File: src/rtl/usb_pkg.sv
`default_nettype none

package usb_pkg;

   // Width of one byte on the FT2232H FIFO data bus
   localparam int USB_DATA_WIDTH = 8;

   // Synchronous write FSM of the transmitter
   //   TX_IDLE  : WR# high, waiting for a byte and a ready chip
   //   TX_WRITE : WR# low, byte on the bus for one clock
   //   TX_HOLD  : byte was refused, kept on the bus until TXE# falls
   typedef enum logic [1:0] {
      TX_IDLE  = 2'd0,
      TX_WRITE = 2'd1,
      TX_HOLD  = 2'd2
   } ft_state_e;

endpackage

`default_nettype wire

File: src/rtl/ft_sync_tx.sv
`timescale 1ns/1ns
`default_nettype none

module ft_sync_tx (
   input  logic                              ft_clk_i,
   input  logic                              rst_n_i,
   // Chip status, both active low
   input  logic                              ft_txe_n_i,
   input  logic                              ft_suspend_n_i,
   // Show-ahead FIFO read port
   input  logic [usb_pkg::USB_DATA_WIDTH-1:0] fifo_rdata_i,
   input  logic                              fifo_empty_i,
   output logic                              fifo_ren_o,
   // Toward the chip
   output logic [usb_pkg::USB_DATA_WIDTH-1:0] ft_data_o,
   output logic                              ft_wr_n_o
);

   usb_pkg::ft_state_e                 state_q;
   logic                               wr_n_q;
   logic [usb_pkg::USB_DATA_WIDTH-1:0] data_q;
   logic                               chip_ready;
   logic                               load_new;
   logic                               accepted;
   logic                               refused;

   // Room in the chip and USB not suspended
   assign chip_ready = !ft_txe_n_i && ft_suspend_n_i;
   assign load_new   = (state_q == usb_pkg::TX_IDLE) && chip_ready && !fifo_empty_i;

   // Chip samples WR# and TXE# on the same edge
   assign accepted = (state_q == usb_pkg::TX_WRITE) && !ft_txe_n_i;
   assign refused  = (state_q == usb_pkg::TX_WRITE) && ft_txe_n_i;

   // FIFO head is popped only once the chip has taken it
   assign fifo_ren_o = accepted;

   always_ff @(posedge ft_clk_i) begin
      if (!rst_n_i) begin
         state_q <= usb_pkg::TX_IDLE;
         wr_n_q  <= 1'b1;
      end else begin
         unique case (state_q)
            usb_pkg::TX_IDLE: begin
               if (load_new) begin
                  state_q <= usb_pkg::TX_WRITE;
                  wr_n_q  <= 1'b0;
               end
            end
            usb_pkg::TX_WRITE: begin
               // One strobe per byte, a refused byte waits in HOLD
               wr_n_q  <= 1'b1;
               state_q <= refused ? usb_pkg::TX_HOLD : usb_pkg::TX_IDLE;
            end
            usb_pkg::TX_HOLD: begin
               if (chip_ready) begin
                  state_q <= usb_pkg::TX_WRITE;
                  wr_n_q  <= 1'b0;
               end
            end
            default: begin
               state_q <= usb_pkg::TX_IDLE;
               wr_n_q  <= 1'b1;
            end
         endcase
      end
   end

   // Loaded only from IDLE, so a refused byte stays on the bus for replay
   always_ff @(posedge ft_clk_i) begin
      if (load_new) begin
         data_q <= fifo_rdata_i;
      end
   end

   assign ft_data_o = data_q;
   assign ft_wr_n_o = wr_n_q;

endmodule

`default_nettype wire

File: config.mk
export PLATFORM = sky130hd
export DESIGN_NAME = ft_sync_tx
export DESIGN_NICKNAME = d
export VERILOG_FILES = /design/src/rtl/usb_pkg.sv /design/src/rtl/ft_sync_tx.sv
export SDC_FILE = /design/constraint.sdc
export NUM_CORES = 1
export LEC_CHECK = 0
export BUFFER_PORTS_ARGS = -buffer_cell sky130_fd_sc_hd__buf_2
export CORE_AREA = 2 2 39 41
export CTS_CLUSTER_DIAMETER = 120
export CTS_CLUSTER_SIZE = 20
export DETAILED_ROUTE_END_ITERATION = 6
export DIE_AREA = 0 0 41 43
export GPL_TIMING_DRIVEN = 0
export SYNTH_ARGS = -nofsm -noshare
export SYNTH_HDL_FRONTEND = slang
export SYNTH_SLANG_ARGS = --single-unit
File: constraint.sdc
create_clock -name ft_clk_i -period 4.45 [get_ports ft_clk_i]
set_input_delay 0.89 -clock ft_clk_i [delete_from_list [all_inputs] [get_ports ft_clk_i]]
set_output_delay 0.89 -clock ft_clk_i [all_outputs]
set_load 0.02 [all_outputs]
==> impl_metrics.py <==
metrics = {
    "timing": {
        "slew_headroom_pct": 45.0,
        "slew_violations": 0,
        "fmax_mhz": 447,
        "timing.final.crit_share_pct": 50.3,
        "finalCriticalPeriod_ns": 2.24,
        "worstMarginPinSlew_ns": 0.822,
        "rsz0062_at_grt": "no",
        "setup-violations-final": 0,
        "finalSetupTns_ns": 0,
        "hold_viol": 0,
        "skew_ns": 0.00326,
    },
    "worst_setup_path": {
        "critPathBufInv": 2,
        "cp_num_cells": 3,
        "max_stage_delay_ns": 0.19,
        "cp_max_fo": 3,
        "worst_path_most_repeated_cell": "buf_2",
        "cp-startpoint": "ft_txe_n_i",
        "regToRegSetupSlack_ns": 2.97,
        "endpoint": "fifo_ren_o",
        "worstReg2RegEnd": "ft_data_o[4]$_DFFE_PP_",
        "critPathCaptureType": "primary output",
        "cp_slowest_cell": "buf_2",
        "reg2reg_depth": 1,
        "r2r-start": "state_q[1]$_SDFFE_PN0P_",
        "startpoint_type": "primary input",
        "worstSetupPathType": "in -> out",
        "critPathTopFamily": "buffers and inverters",
        "required_ns": 3.56,
        "cp_data_arrival_time_ns": 1.35,
        "crit_chain": "buf_2 -> nor3b_1 -> buf_2",
    },
    "synthesis": {
        "syn_inst": 23,
        "ys_top_cells_by_count": "8 x edfxtp_1, 3 x dfxtp_1, 2 x nand2b_1",
        "synth_top_cell_area_share_pct": 64.2,
        "synth_area_per_cell_um2": 16.3,
        "synth_area_leaders": "edfxtp_1 64%, dfxtp_1 16%, nand2b_1 3.3%",
        "yosysSeqAreaShare_pct": 80.3,
        "synth_top_cell_by_area": "edfxtp_1",
        "synth-async-reset-ratio_pct": 0,
        "yosysMostFrequentCell": "edfxtp_1",
        "syn-num-nets": 36,
        "synth_flop_cell": "edfxtp_1",
        "synth_cell_type_count": 13,
        "yosys_warnings": 0,
        "ys_ff_latch": 11,
        "netlist_area_um2": 374,
        "synth_edf_count": 8,
    },
    "placed_design": {
        "dp.cells": 61,
        "port_buffers": 22,
        "globalplace.congestion": 0.576,
        "hpwl_um": 558,
        "place_area_um2": 510,
    },
    "pwr": {
        "p_leak_nw": 0.230,
        "ir_drop_v": 0.000110,
        "pwr_density_cell_nw_per_um2": 362,
        "finalPower_uw": 195,
    },
    "clocking": {
        "root_buffer": "clkbuf_4",
        "clk_latency_ns": 0.26,
        "post_cts_buffers": 0,
        "cts_resized": 0,
        "clock_sinks": 11,
        "numCtsBuffers": 3,
        "hold_buffers": 0,
        "htreeDepth": 1,
        "cts.clk_slew.worst_paths_ns": 0.06,
        "cts.path.max_buffers": 2,
        "cts_tree": "built",
    },
    "floorplan": {
        "rows": 14,
        "die_h_um": 43,
        "initial_core_util_pct": 27.0,
        "io_pins": 23,
        "die_x_um": 41,
        "core_um2": 1380,
        "dieArea_um2": 1760,
    },
    "grt": {
        "first_global_vias": 220,
        "grt_pass1_wl_um": 876,
        "grt_antenna_before_repair": 0,
        "grt_max_degree": 9,
        "track_usage_pct": 8.26,
        "overflow": 0,
    },
    "drt": {
        "vias": 268,
        "vias_per_cell": 4.12,
        "dr.pass1.iters": 4,
        "first_iter_violations": 12,
        "post-route-drc-count": 0,
        "routed_wl_um": 675,
        "ant_nets": 0,
        "wl_per_cell_um": 10.4,
    },
    "status": {
        "status": "finished clean",
    },
    "cells_and_area": {
        "final_cell_count_no_fill": 65,
        "synthToLayoutAreaGrowth_pct": 43.8,
        "final_layout_size_suffix_gt1_share_pct": 57.1,
        "nets": 63,
        "final_cell_area_um2": 538,
        "antenna_cells": 0,
    },
    "flow_run": {
        "maxCapViolations": 0,
    },
    "min_path": {
        "min_path_type": "reg -> reg",
    },
}
## how the worst min path moves through the flow
stage                                  from                 endpoint  slack [ns]  depth (start not counted)
finish               ft_wr_n_o$_SDFFE_PN1P_   ft_wr_n_o$_SDFFE_PN1P_        0.46                          1
detailed placement   ft_wr_n_o$_SDFFE_PN1P_   ft_wr_n_o$_SDFFE_PN1P_        0.45                          1
CTS                  ft_wr_n_o$_SDFFE_PN1P_   ft_wr_n_o$_SDFFE_PN1P_        0.47                          1
floorplan           state_q[0]$_SDFFE_PN0P_  state_q[0]$_SDFFE_PN0P_        0.55                          2
global placement     ft_wr_n_o$_SDFFE_PN1P_   ft_wr_n_o$_SDFFE_PN1P_        0.44                          1
global route         ft_wr_n_o$_SDFFE_PN1P_   ft_wr_n_o$_SDFFE_PN1P_        0.48                          1
## cell type report
cell class,count,area (um2)
Clock buffer,3,22.5
Multi-Input combinational cell,11,76.3
Tap cell,16,20.0
Inverter,1,3.75
Sequential cell,11,300
Fill cell,132,846
Timing Repair Buffer,22,110
Clock inverter,1,5.00
## cell usage in the layout (no fill, tap or decap)
master and instances:
nor3b_1 1, clkinv_2 1, clkbuf_4 3, nor4b_2 1
o21ai_0 1, nor2_1 1, buf_2 22, edfxtp_1 8
inv_1 1, o22ai_1 1, and2_1 1, nor2b_2 1
nand2_1 1, a21o_1 1, nand2b_1 2, dfxtp_1 3
## routing by layer
layer	routed length [um]	track usage [%]
met1	296	9.80
met2	258	10.6
met3	120	4.71
met4	0	6.00
met5	0	0
## stage by stage
step	hold WS [ns]	setup slack (ns)	util, %
final	0.458	2.21	38.9
after floorplan	0.550	2.08	-
after global placement	0.435	1.70	36.4
after global routing	0.482	2.16	38.9
after detailed placement	0.448	2.20	36.9
after CTS	0.468	2.21	38.9
## registers in the layout, indices dropped and copies added (netlist names)
register   count
ft_data_o      8
state_q        2
ft_wr_n_o      1
## cell families after synthesis
group                  Yosys count  synth area share [%]
buffers and inverters            1                  1.00
AND/OR/NAND/NOR                  8                  13.7
flip-flops                      11                  80.3
AO/OA/AOI/OAI                    3                  5.02
## report_power, final
part | internal (mW) | switching [mW]
combinational | 0.00733 | 0.00855
sequential | 0.113 | 0.00112
clock | 0.0332 | 0.0311
total | 0.154 | 0.0408
Note: power is estimated with default switching activity, not from simulation.
