`src/rtl/usb_pkg.sv`:
```
`default_nettype none

package usb_pkg;

   // Width of one byte on the FT2232H FIFO data bus
   localparam int USB_DATA_WIDTH = 8;

   // Synchronous write FSM of the transmitter
   //   TX_IDLE  : WR# high, waiting for a byte and a ready chip
   //   TX_WRITE : WR# low, byte on the bus for one clock
   //   TX_HOLD  : byte was refused, kept on the bus until TXE# falls
   typedef enum logic [1:0] {
      TX_IDLE  = 2'd0,
      TX_WRITE = 2'd1,
      TX_HOLD  = 2'd2
   } ft_state_e;

endpackage

`default_nettype wire

```
`src/rtl/pattern_pkg.sv`:
```
`default_nettype none

package pattern_pkg;

   // Test pattern selection
   typedef enum logic {
      PAT_RAMP   = 1'b0,
      PAT_TOGGLE = 1'b1
   } pattern_mode_e;

   // Toggle mode alternates these two bytes, starting with TOGGLE_A
   localparam logic [usb_pkg::USB_DATA_WIDTH-1:0] TOGGLE_A = 8'h55;
   localparam logic [usb_pkg::USB_DATA_WIDTH-1:0] TOGGLE_B = 8'hAA;

endpackage

`default_nettype wire

```
`src/rtl/fifo_wr_if.sv`:
```
`timescale 1ns/1ns
`default_nettype none

// Write side of the clock crossing FIFO, clk_80mhz domain.
// A byte is taken at an edge where wen is high and full is low.
interface fifo_wr_if;

   logic [usb_pkg::USB_DATA_WIDTH-1:0] data;
   logic                               wen;
   logic                               full;
   // Rises with a few free slots left to absorb the producer's lag
   logic                               almost_full;

   modport producer (
      output data,
      output wen,
      input  full,
      input  almost_full
   );

   modport consumer (
      input  data,
      input  wen,
      output full,
      output almost_full
   );

endinterface

`default_nettype wire

```
`src/rtl/pattern_gen.sv`:
```
`timescale 1ns/1ns
`default_nettype none

module pattern_gen #(
   parameter int FIFO_ADDR_WIDTH = 10
) (
   input  logic                       clk_80mhz,
   input  logic                       rst_n,
   input  logic                       enable_i,
   input  pattern_pkg::pattern_mode_e mode_i,
   fifo_wr_if.producer                wr
);

   localparam int DW = usb_pkg::USB_DATA_WIDTH;

   logic [DW-1:0] ramp_q;
   logic          toggle_q;
   logic          wen_q;
   logic [DW-1:0] data_q;
   logic [DW-1:0] next_byte;
   logic          issue;

   // Depth of at least 4 is needed for the almost-full margin to make sense
   if (FIFO_ADDR_WIDTH < 2) begin : g_depth_check
      $error("pattern_gen: FIFO_ADDR_WIDTH must be at least 2");
   end

   // Decide on this cycle, write on the next one
   assign issue = enable_i && !wr.almost_full;

   always_comb begin
      unique case (mode_i)
         pattern_pkg::PAT_TOGGLE: next_byte = toggle_q ? pattern_pkg::TOGGLE_B
                                                       : pattern_pkg::TOGGLE_A;
         default:                 next_byte = ramp_q;
      endcase
   end

   // Pattern state moves only when a byte is issued, so stalls leave no gaps
   always_ff @(posedge clk_80mhz) begin
      if (!rst_n) begin
         ramp_q   <= '0;
         toggle_q <= 1'b0;
         wen_q    <= 1'b0;
      end else begin
         wen_q <= issue;
         if (issue) begin
            if (mode_i == pattern_pkg::PAT_TOGGLE) begin
               toggle_q <= !toggle_q;
            end else begin
               ramp_q <= ramp_q + 1'b1;
            end
         end
      end
   end

   always_ff @(posedge clk_80mhz) begin
      if (issue) begin
         data_q <= next_byte;
      end
   end

   assign wr.wen  = wen_q;
   assign wr.data = data_q;

endmodule

`default_nettype wire

```
`src/flat_wrapper.sv`:
```
// flat-port wrapper written by rule: the top's interface ports become plain ports
module pattern_gen_flat 
#(
   parameter int FIFO_ADDR_WIDTH = 10
)
  (clk_80mhz, rst_n, enable_i, mode_i, wr_data, wr_wen, wr_full, wr_almost_full);
  fifo_wr_if wr_i ();
  input  logic clk_80mhz;
  input  logic rst_n;
  input  logic enable_i;
  input  pattern_pkg::pattern_mode_e mode_i;
  output wire logic [$bits(wr_i.data)-1:0] wr_data;
  output wire logic [$bits(wr_i.wen)-1:0] wr_wen;
  input wire logic [$bits(wr_i.full)-1:0] wr_full;
  input wire logic [$bits(wr_i.almost_full)-1:0] wr_almost_full;
  assign wr_data = wr_i.data;
  assign wr_wen = wr_i.wen;
  assign wr_i.full = wr_full;
  assign wr_i.almost_full = wr_almost_full;
  pattern_gen #(.FIFO_ADDR_WIDTH(FIFO_ADDR_WIDTH)) u_core (.clk_80mhz(clk_80mhz), .rst_n(rst_n), .enable_i(enable_i), .mode_i(mode_i), .wr(wr_i));
endmodule
```
`config.mk`:
```
export PLATFORM = sky130hd
export DESIGN_NAME = pattern_gen_flat
export DESIGN_NICKNAME = d
export VERILOG_FILES = /design/src/rtl/usb_pkg.sv /design/src/rtl/pattern_pkg.sv /design/src/rtl/fifo_wr_if.sv /design/src/rtl/pattern_gen.sv /design/src/flat_wrapper.sv
export SDC_FILE = /design/constraint.sdc
export NUM_CORES = 1
export LEC_CHECK = 0
export BUFFER_PORTS_ARGS = -buffer_cell sky130_fd_sc_hd__buf_2
export CAP_MARGIN = 10
export CORE_MARGIN = 3
export CORE_UTILIZATION = 55
export DETAILED_ROUTE_END_ITERATION = 8
export PLACE_DENSITY = 0.86
export RECOVER_POWER = 100
export SKIP_LAST_GASP = 1
export SLEW_MARGIN = 30
export SYNTH_ARGS = -nofsm -noshare
export SYNTH_HDL_FRONTEND = slang
export SYNTH_SLANG_ARGS = --single-unit
```
`constraint.sdc`:
```
create_clock -name clk_80mhz -period 3.4 [get_ports clk_80mhz]
set_input_delay 1.02 -clock clk_80mhz [delete_from_list [all_inputs] [get_ports clk_80mhz]]
set_output_delay 1.02 -clock clk_80mhz [all_outputs]
set_load 0.02 [all_outputs]
```
==> summary.txt, run 1 <==
Initial Utilization - 63.9%
Hold buffer count at cts - 0
Syn nets - 80
Minimum clock period - 2050 ps
RSZ-0062 raised after global routing - false
Port buffer count - 13
Design Power - 0.398 mW
Largest net degree at the start of global routing - 14
Antenna Nets Post-Route - 0
Chip height - 43.6 um
# IOs - 15
Worst path slowest cell - or3b_1
Final setup fails - 0
Sink Count - 18
Clk slew on worst S/H paths - 100 ps
Max Cap Viol - 0
Post-DP HPWL - 982 um
Vias in the first global route - 540
Placed cell area - 852 um^2
Synth cell types - 25
CTS Buffer Depth - 2
Global route total overflow - 0
All-Layer GR Usage - 16.9%
Core ar. - 1220 um^2
Resized cells post-CTS - 0
H-tree Lvls - 1
Startpoint Class - input pin
Antenna fix cells - 0
Final instance area - 857 um^2
Pwr/cell area - 464 nW/um^2
Synth Register Bits - 18
Post-route clock period utilization - 60.4%
CP max stage delay - 480 ps
CP Depth - 4
Fill count - 102
Vias per Instance - 5.78
Routed len/inst - 14.1 um
Crit Path Category - input pin to flop
Worst Slack Setup Final - 1350 ps
Critical-path cell list - clkbuf_1 > or3b_1 > nor4_1 > mux2i_1
Slew Limit Headroom - 53.3%
Root Driver - clkbuf_4
Status - complete, no violations
Area Overhead vs Synth - 10.3%
Fraction of layout cells with a size suffix above 1 - 6.82%
Worst-Margin Slew - 700 ps
Cells on worst reg2reg path - 4
First-pass GRT wire length - 2.37 mm
Synth area leaders - edfxtp_1 (31%), dfxtp_1 (26%), mux2i_1 (5.2%)
Final std cells w/o fill - 102
DIE AREA - 1900 um^2
Synthesized area - 777 um^2
DRT iter0 DRCs - 11
Row count - 12
Synth Warn # - 0
Mapped Cells - 73
Commonest non-fill, non-tap cells in the layout - clkbuf_1 (11), dfxtp_1 (10), nand2_1 (9)
Antenna violations before repair - 0
Fin. Hold Viols - 0
Hold WC Path Type - flop to flop
Num CTS Buffers - 3
Leak pwr - 0.289 nW
Hold Path Cell Cnt - 2
Clk_lat worst skew - 300 ps
Most common cell after layout, fill and taps aside - clkbuf_1
Final TNS setup - 0 ps
Achievable clock frequency - 487 MHz
CTS tree - built
Die W - 43.6 um
Delay-heaviest family, CP - simple AND/OR/NAND/NOR gates
Layout Skew - 3.16 ps
Post-synth top area cell - edfxtp_1
Drt drc - 0
Crit. End Element - flop
Dpl cells - 98
Syn Area/Cell - 10.6 um^2
Worst path required time - 3640 ps
Post-synthesis sequential area ratio - 56.7%
CP Max Fanout - 13
Top-area cell type share of the netlist area - 30.9%
Critical path buffers and inverters - 1
Drt pass-1 iters - 4
GP Congestion - 0.823
Slew Limit Fails - 0
Worst EP arrival - 2290 ps
Final Routed Wirelength - 1.44 mm
Nets - 96
Via count - 590
Place WS - 1230 ps
Post-CTS Setup Inserts - 0
Worst VDD drop - 0.298 mV
## registers in the layout (all words and copies together), names as in the netlist
register and flops:
u_core.toggle_q 1, u_core.wr.wen 1, u_core.wr.data 8, u_core.ramp_q 8
## cell families (layout without fill, tap and decap cells)
| kind of cell | Yosys count | count (layout) | share of synthesized area [%] |
|---|---|---|---|
| AND/OR/NAND/NOR | 26 | 26 | 19.8 |
| flip-flops | 18 | 18 | 56.7 |
| AO/OA/AOI/OAI | 12 | 12 | 9.02 |
| buffers and inverters | 9 | 24 | 4.35 |
| multiplexers | 4 | 4 | 5.15 |
| XOR/XNOR | 3 | 3 | 3.38 |
| adder cells (fa/ha/maj) | 1 | 1 | 1.61 |
## power breakdown
part / switching [mW] / leakage, nW / total, mW / internal (mW)
Clock: 0.0675 / 0.0210 / 0.133 / 0.0654
Sequential: 0.00268 / 0.157 / 0.235 / 0.233
Combinational: 0.0195 / 0.111 / 0.0293 / 0.00973
## worst reg2reg max path, cell delays in order, from the launching register on
cell       delay, ps
dfxtp_1          420
ha_1             190
nand4bb_1        240
or3_1            400
a21oi_1          170
## area by class of cell
type | count | area (um^2) | area share, %
Clock buffer | 4 | 36.3 | 4.23
Timing Repair Buffer | 13 | 51.3 | 5.99
Tap cell | 14 | 17.5 | 2.04
Inverter | 7 | 26.3 | 3.07
Sequential cell | 18 | 440 | 51.4
Multi-Input combinational cell | 46 | 285 | 33.3
## routing by layer
metal	vias up	wire length, um	global-route usage [%]
met5	-	0	0
met4	0	74	13.3
met3	9	94	2.90
met2	27	672	25.3
met1	272	599	21.4
li1	282	-	-
## path summary, 6_finish.rpt
path	startpoint	endpoint	slack [ps]
worst max register to register	u_core.ramp_q[0]	u_core.ramp_q[6]	1920
worst max-delay path	mode_i	u_core.ramp_q[7]	1350
worst min-delay path	u_core.ramp_q[7]	u_core.ramp_q[7]	470
worst min register to register	u_core.ramp_q[7]	u_core.ramp_q[7]	470
## synthesized netlist by cell type
cell / instances
dfxtp_1: 10
nand2_1: 9
edfxtp_1: 8
inv_1: 7
o21ai_0: 6
mux2i_1: 4
nor2_1: 4
o21a_1: 4
a21oi_1: 2
nor3_1: 2
or3_1: 2
xnor2_1: 2
and2_1: 1
buf_1: 1
clkbuf_1: 1
ha_1: 1
nand3_1: 1
nand3b_1: 1
nand4_1: 1
nand4bb_1: 1
nor2b_1: 1
nor3b_1: 1
nor4_4: 1
or3b_4: 1
xor2_1: 1
## per-stage QoR
step	utilization [%]	hold WS (ps)
2_1_floorplan	-	435
3_3_place_gp	70.1	444
3_5_place_dp	70.1	454
4_1_cts	73.0	473
5_1_grt	70.5	484
6_report	70.5	474
(Power assumes the default switching activity.)
==> inputs of run 2 (changes only) <==
--- a/config.mk
+++ b/config.mk
@@ -5,12 +5,13 @@
 export SDC_FILE = /design/constraint.sdc
 export NUM_CORES = 1
 export LEC_CHECK = 0
+export ABC_AREA = 1
 export BUFFER_PORTS_ARGS = -buffer_cell sky130_fd_sc_hd__buf_2
 export CAP_MARGIN = 10
 export CORE_MARGIN = 3
-export CORE_UTILIZATION = 55
+export CORE_UTILIZATION = 51
 export DETAILED_ROUTE_END_ITERATION = 8
-export PLACE_DENSITY = 0.86
+export PLACE_DENSITY = 0.82
 export RECOVER_POWER = 100
 export SKIP_LAST_GASP = 1
 export SLEW_MARGIN = 30
==> constraint.sdc (replaced) <==
create_clock -name clk_80mhz -period 1.95 [get_ports clk_80mhz]
set_input_delay 0.585 -clock clk_80mhz [delete_from_list [all_inputs] [get_ports clk_80mhz]]
set_output_delay 0.585 -clock clk_80mhz [all_outputs]
set_load 0.02 [all_outputs]
==> summary.txt, run 2 <==
Worst Slack Setup Final - 463 ps (-885 ps)
Status - complete, no violations
Seq pwr share - 64.6% (+5.4 points)
Post-synth top area cell - edfxtp_1
Final instance area - 837 um^2 (-2.3%)
Clk_lat worst skew - 290 ps (about the same)
Crit Path Category - input pin to flop
Slew Limit Fails - 0 (unchanged)
Antenna Nets Post-Route - 0 (unchanged)
Int Pwr - 0.492 mW (+60%)
Drt pass-1 iters - 4 (unchanged)
Post-route clock period utilization - 76.3%
Commonest non-fill, non-tap cells in the layout - inv_1 (13), nand2_1 (12), clkbuf_1 (11)
Resized cells post-CTS - 0 (unchanged)
Routed len/inst - 11.4 um (-19%)
Antenna violations before repair - 0 (unchanged)
Area Overhead vs Synth - 9.85%
Chip height - 44.7 um (+2.5%)
Mapped Cells - 84 (+15%)
Synthesized area - 762 um^2 (-1.9%)
Final Routed Wirelength - 1.31 mm (-8.8%)
Clock power share - 27.6% (-5.8 points)
Metal-1 WL - 568 um (-5.2%)
Place WS - 462 ps (-768 ps)
CTS tree - built
First-pass GRT wire length - 2.14 mm (-9.6%)
Synth Warn # - 0 (unchanged)
DIE AREA - 1990 um^2 (+5.0%)
All-Layer GR Usage - 15.3% (-1.7 points)
Most common cell in the netlist - inv_1
Hold Path Cell Cnt - 2 (unchanged)
Syn Area/Cell - 9.07 um^2 (-15%)
RSZ-0062 raised after global routing - false
Synth cell count leaders - inv_1 (13), nand2_1 (11), dfxtp_1 (10), o21ai_0 (10)
Row count - 13 (+1)
WL met3 - 105 um (+12%)
Global route total overflow - 0 (unchanged)
Num CTS Buffers - 3 (unchanged)
Antenna fix cells - 0 (unchanged)
Fin. Hold Viols - 0 (unchanged)
Initial Utilization - 56.4% (-7.4 points)
Worst path required time - 2140 ps (-1500 ps)
Fraction of layout cells with a size suffix above 1 - 9.00% (+2.2 points)
Synth cell types - 16 (-36%)
Startpoint Class - input pin
Worst VDD drop - 0.465 mV (+56%)
Crit. End Element - flop
Cells on worst reg2reg path - 7 (+3)
Nets - 109 (+14%)
# IOs - 15 (unchanged)
Hold WS - 502 ps (+28.6 ps)
Vias in the first global route - 528 (-2.2%)
Largest net degree at the start of global routing - 12 (-2)
Core ar. - 1350 um^2 (+11%)
Pwr/cell area - 759 nW/um^2 (+64%)
Clk slew on worst S/H paths - 90 ps (about the same)
Number of enable flip-flop cells after synthesis - 8 (unchanged)
Net Switching - 0.144 mW (+60%)
Leak pwr - 0.304 nW (+5.3%)
Synth Register Bits - 18 (unchanged)
Top_reg_cell synth - dfxtp_1
Met2 wire len - 596 um (-11%)
Comb pwr share - 7.8% (+0.4 points)
DRT iter0 DRCs - 15 (+4)
Asr flop ratio synth - 0% (unchanged)
CP Max Fanout - 6 (-7)
Final setup fails - 0 (unchanged)
Vias per Instance - 5.23 (-9.5%)
Minimum clock period - 1490 ps
Max Cap Viol - 0 (unchanged)
Layout Skew - 6.52 ps (+3.36 ps)
Final TNS setup - 0 ps (unchanged)
Post-synthesis sequential area ratio - 57.8% (+1.1 points)
Port buffer count - 13 (unchanged)
H-tree Lvls - 1 (unchanged)
Slew Limit Headroom - 72.8% (+20 points)
Sw Share - 22.6% (+0.035 points)
Top sig layer - met4
Synth area leaders - edfxtp_1 (32%), dfxtp_1 (26%), o21ai_0 (6.6%)
Sink Count - 18 (unchanged)
R2r setup slk - 740 ps (-1180 ps)
GP Congestion - 0.813 (-1.2%)
Post-CTS Setup Inserts - 0 (unchanged)
Hold WC Path Type - flop to flop
Drt drc - 0 (unchanged)
Worst-Margin Slew - 408 ps (-291 ps)
Achievable clock frequency - 672 MHz
Most common cell after layout, fill and taps aside - inv_1
Post-DP HPWL - 999 um (+1.7%)
Root Driver - clkbuf_4
Top-area cell type share of the netlist area - 31.5% (+0.61 points)
Hold buffer count at cts - 0 (unchanged)
Via count - 602 (+2.0%)
Placed cell area - 848 um^2 (-0.44%)
Syn nets - 91 (+14%)
Final core occ - 62.0% (-8.5 points)
Die W - 44.7 um (+2.5%)
CTS Buffer Depth - 2 (unchanged)
Worst EP arrival - 1680 ps (-610 ps)
-- run 2: cell types whose count changed in the layout (fill, tap and decap cells not counted), sizes merged, moves of 3 or more --
| cell | delta |
|---|---|
| nor2 | +7 |
| mux2i | -4 |
| inv | +7 |
| nand3 | +4 |
| a21oi | +5 |
| o21a | -4 |
| o21ai | +5 |
| nand2 | +3 |
-- run 2: area by class of cell --
cell class | instances | area [um^2]
Fill cell | 121 | 513
Clock buffer | 3 | 22.5
Inverter | 14 | 52.6
Timing Repair Buffer | 14 | 56.3
Sequential cell | 18 | 440
Multi-Input combinational cell | 51 | 246
Tap cell | 15 | 18.8
-- run 2: path summary, 6_finish.rpt --
kind,from,to
min,u_core.ramp_q[1],u_core.ramp_q[1]
max reg2reg,u_core.ramp_q[3],u_core.ramp_q[7]
max,wr_almost_full,u_core.ramp_q[7]
min reg2reg,u_core.ramp_q[1],u_core.ramp_q[1]
-- run 2: routing by layer --
layer,vias to the layer above,global-route usage (%)
met1,260,17.0
met2,25,24.9
met4,0,12.7
met3,5,2.85
met5,-,0
li1,312,-
-- run 2: power groups by stage --
stage               registers [mW]  logic (mW)  clock network, mW
floorplan                    0.430      0.0240                  0
detailed placement           0.419      0.0550                  0
CTS                          0.410      0.0552              0.182
global route                 0.412      0.0552              0.196
finish                       0.411      0.0493              0.175
global placement             0.419      0.0532                  0
-- run 2: kinds of logic (layout without fill, tap and decap cells) --
| family | Yosys count | after routing | share of synthesized area, % |
|---|---|---|---|
| AND/OR/NAND/NOR | 32 | 32 | 21.2 |
| AO/OA/AOI/OAI | 18 | 18 | 11.8 |
| flip-flops | 18 | 18 | 57.8 |
| buffers and inverters | 15 | 31 | 7.55 |
| adder cells (fa/ha/maj) | 1 | 1 | 1.64 |
-- run 2: critical path, cell delays in order --
cell     delay (ps)
buf_2           100
nor2_1          320
nand2_1         230
nor2_1          240
nand3_1         100
nand2_1          70
nor2_1           40
-- run 2: stage by stage --
step	instances	power, mW
floorplan	84	0.454
global placement	112	0.472
detailed placement	112	0.474
CTS	115	0.647
global route	115	0.664
finish	115	0.635
==> inputs of run 3 (changes only) <==
--- a/config.mk
+++ b/config.mk
@@ -8,10 +8,11 @@
 export ABC_AREA = 1
 export BUFFER_PORTS_ARGS = -buffer_cell sky130_fd_sc_hd__buf_2
 export CAP_MARGIN = 10
+export CORE_ASPECT_RATIO = 0.8
 export CORE_MARGIN = 3
-export CORE_UTILIZATION = 51
+export CORE_UTILIZATION = 46
 export DETAILED_ROUTE_END_ITERATION = 8
-export PLACE_DENSITY = 0.82
+export PLACE_DENSITY = 0.78
 export RECOVER_POWER = 100
 export SKIP_LAST_GASP = 1
 export SLEW_MARGIN = 30
==> constraint.sdc (replaced) <==
create_clock -name clk_80mhz -period 1.3 [get_ports clk_80mhz]
set_input_delay 0.39 -clock clk_80mhz [delete_from_list [all_inputs] [get_ports clk_80mhz]]
set_output_delay 0.39 -clock clk_80mhz [all_outputs]
set_load 0.02 [all_outputs]
==> summary.txt, run 3 (same netlist as run 2, synthesis figures left out) <==
Status - complete, no violations
Startpoint Class - flop
Critical path buffers and inverters - 1 (unchanged)
Nets - 111 (+1.8%)
Placed cell area - 871 um^2 (+2.7%)
CP max stage delay - 320 ps (about the same)
Port buffer count - 13 (unchanged)
Root Driver - clkbuf_4
Minimum clock period - 1220 ps
Clk_lat worst skew - 280 ps (about the same)
M1 GR Usage - 16.1% (-0.90 points)
Vias per Instance - 4.85 (-7.3%)
Worst path slowest cell - dfxtp_1
Comb pwr share - 7.8% (about the same)
Hold endpoint - u_core.ramp_q[6]
CTS Buffer Depth - 2 (unchanged)
Place WS - 55.4 ps (-407 ps)
Drt drc - 0 (unchanged)
Final Routed Wirelength - 1.32 mm (+0.76%)
Antenna violations before repair - 0 (unchanged)
Met2 Use GR - 21.6% (-3.4 points)
Initial Utilization - 51.8% (-4.7 points)
Commonest non-fill, non-tap cells in the layout - inv_1 (14), nand2_1 (12), o21ai_0 (10), dfxtp_1 (10), nor2_1 (9)
Area Overhead vs Synth - 15.9%
Slew Limit Fails - 0 (unchanged)
Critical-path cell list - clkbuf_1
Clk slew on worst S/H paths - 90 ps (about the same)
Global route total overflow - 0 (unchanged)
Fin. Hold Viols - 0 (unchanged)
GP Congestion - 0.766 (-5.8%)
Crit. End Element - primary output
Hold WS - 389 ps (-113 ps)
Final std cells w/o fill - 124 (+7.8%)
Antenna fix cells - 0 (unchanged)
Met3 Usage GRT - 3.20% (+0.36 points)
Dpl cells - 120 (+7.1%)
Gr busiest metal - met2
Clock power share - 32.2% (+4.6 points)
Via count - 602 (unchanged)
Worst EP arrival - 830 ps (-850 ps)
Hold Path Cell Cnt - 3 (+1)
Drt pass-1 iters - 4 (unchanged)
Fraction of layout cells with a size suffix above 1 - 17.5% (+8.5 points)
Design Power - 1.03 mW (+62%)
Int Pwr - 0.804 mW (+64%)
Post-DP HPWL - 993 um (-0.52%)
Post-route clock period utilization - 93.6%
Worst Slack Setup Final - 83.5 ps (-379 ps)
Sink Count - 18 (unchanged)
Achievable clock frequency - 822 MHz
Layout Skew - 0.372 ps (-6.15 ps)
Worst hold path startpoint - rst_n
# IOs - 15 (unchanged)
Final setup fails - 0 (unchanged)
Sw Share - 21.7% (-0.92 points)
Crit Path Category - flop to primary output
Routed len/inst - 10.7 um (-6.6%)
Pwr/cell area - 1160 nW/um^2 (+53%)
Antenna Nets Post-Route - 0 (unchanged)
Hold buffer count at cts - 0 (unchanged)
Seq pwr share - 60.0% (-4.6 points)
Resized cells post-CTS - 0 (unchanged)
Core ar. - 1470 um^2 (+9.0%)
Worst-Margin Slew - 363 ps (-45.1 ps)
Reg2reg start - u_core.ramp_q[3]
Most common cell after layout, fill and taps aside - inv_1
DIE AREA - 2180 um^2 (+9.5%)
FF-to-FF End - u_core.ramp_q[7]
Chip height - 42.4 um (-5.0%)
Vias in the first global route - 527 (-0.19%)
Worst path required time - 910 ps (-1230 ps)
Largest net degree at the start of global routing - 11 (-1)
H-tree Lvls - 1 (unchanged)
Slew Limit Headroom - 75.8% (+3.0 points)
R2r setup slk - 150 ps (-590 ps)
Final core occ - 60.0% (-2.0 points)
Delay-heaviest family, CP - flip-flops
Max Cap Viol - 0 (unchanged)
Die W - 51.5 um (+15%)
CTS tree - built
Worst VDD drop - 0.604 mV (+30%)
Cells on worst reg2reg path - 7 (unchanged)
DRT iter0 DRCs - 11 (-4)
Final instance area - 883 um^2 (+5.5%)
Num CTS Buffers - 3 (unchanged)
Net Switching - 0.222 mW (+55%)
First-pass GRT wire length - 2.15 mm (+0.28%)
Hold WC Path Type - input pin to flop
All-Layer GR Usage - 13.2% (-2.1 points)
RSZ-0062 raised after global routing - false
Row count - 12 (-1)
Post-CTS Setup Inserts - 0 (unchanged)
Leak pwr - 0.339 nW (+11%)
Final TNS setup - 0 ps (unchanged)
CP Max Fanout - 1 (-5)
[run 3: changes by cell type in the layout (fill, tap and decap cells not counted), sizes merged]
cell    change
clkbuf      +3
[run 3: cell type report]
type	instances	area (um^2)
fill	146	588
sequential	18	440
multi-input combinational	51	254
timing repair buffer	16	73.8
inverter	14	52.6
clock buffer	4	36.3
tap	21	26.3
[run 3: worst max-delay path by stage]
stage	start	end	cells past startpoint
after CTS	u_core.wr.data[7]	wr_data[7]	1
final	u_core.wr.wen	wr_wen	1
after detailed placement	mode_i	u_core.ramp_q[7]	7
after floorplan	enable_i	u_core.ramp_q[7]	7
after global routing	wr_almost_full	u_core.ramp_q[7]	7
after global placement	wr_almost_full	u_core.ramp_q[7]	7
[run 3: worst min-delay path, cell delays in order]
cell	delay, ps
buf_2	150
nand2_1	70
nor2_1	30
[run 3: power by group through the flow]
stage                     combinational (mW)  sequential [mW]  clock [mW]
after floorplan                       0.0361            0.645           0
after global placement                0.0853            0.628           0
after detailed placement              0.0876            0.628           0
after CTS                             0.0897            0.615       0.336
after global routing                  0.0894            0.618       0.363
final                                 0.0806            0.616       0.330
[run 3: metal layers]
layer,vias to the layer above,share of wire (%)
li1,313,-
met1,265,47
met2,19,44
met3,5,6.5
met4,0,2.3
met5,-,0
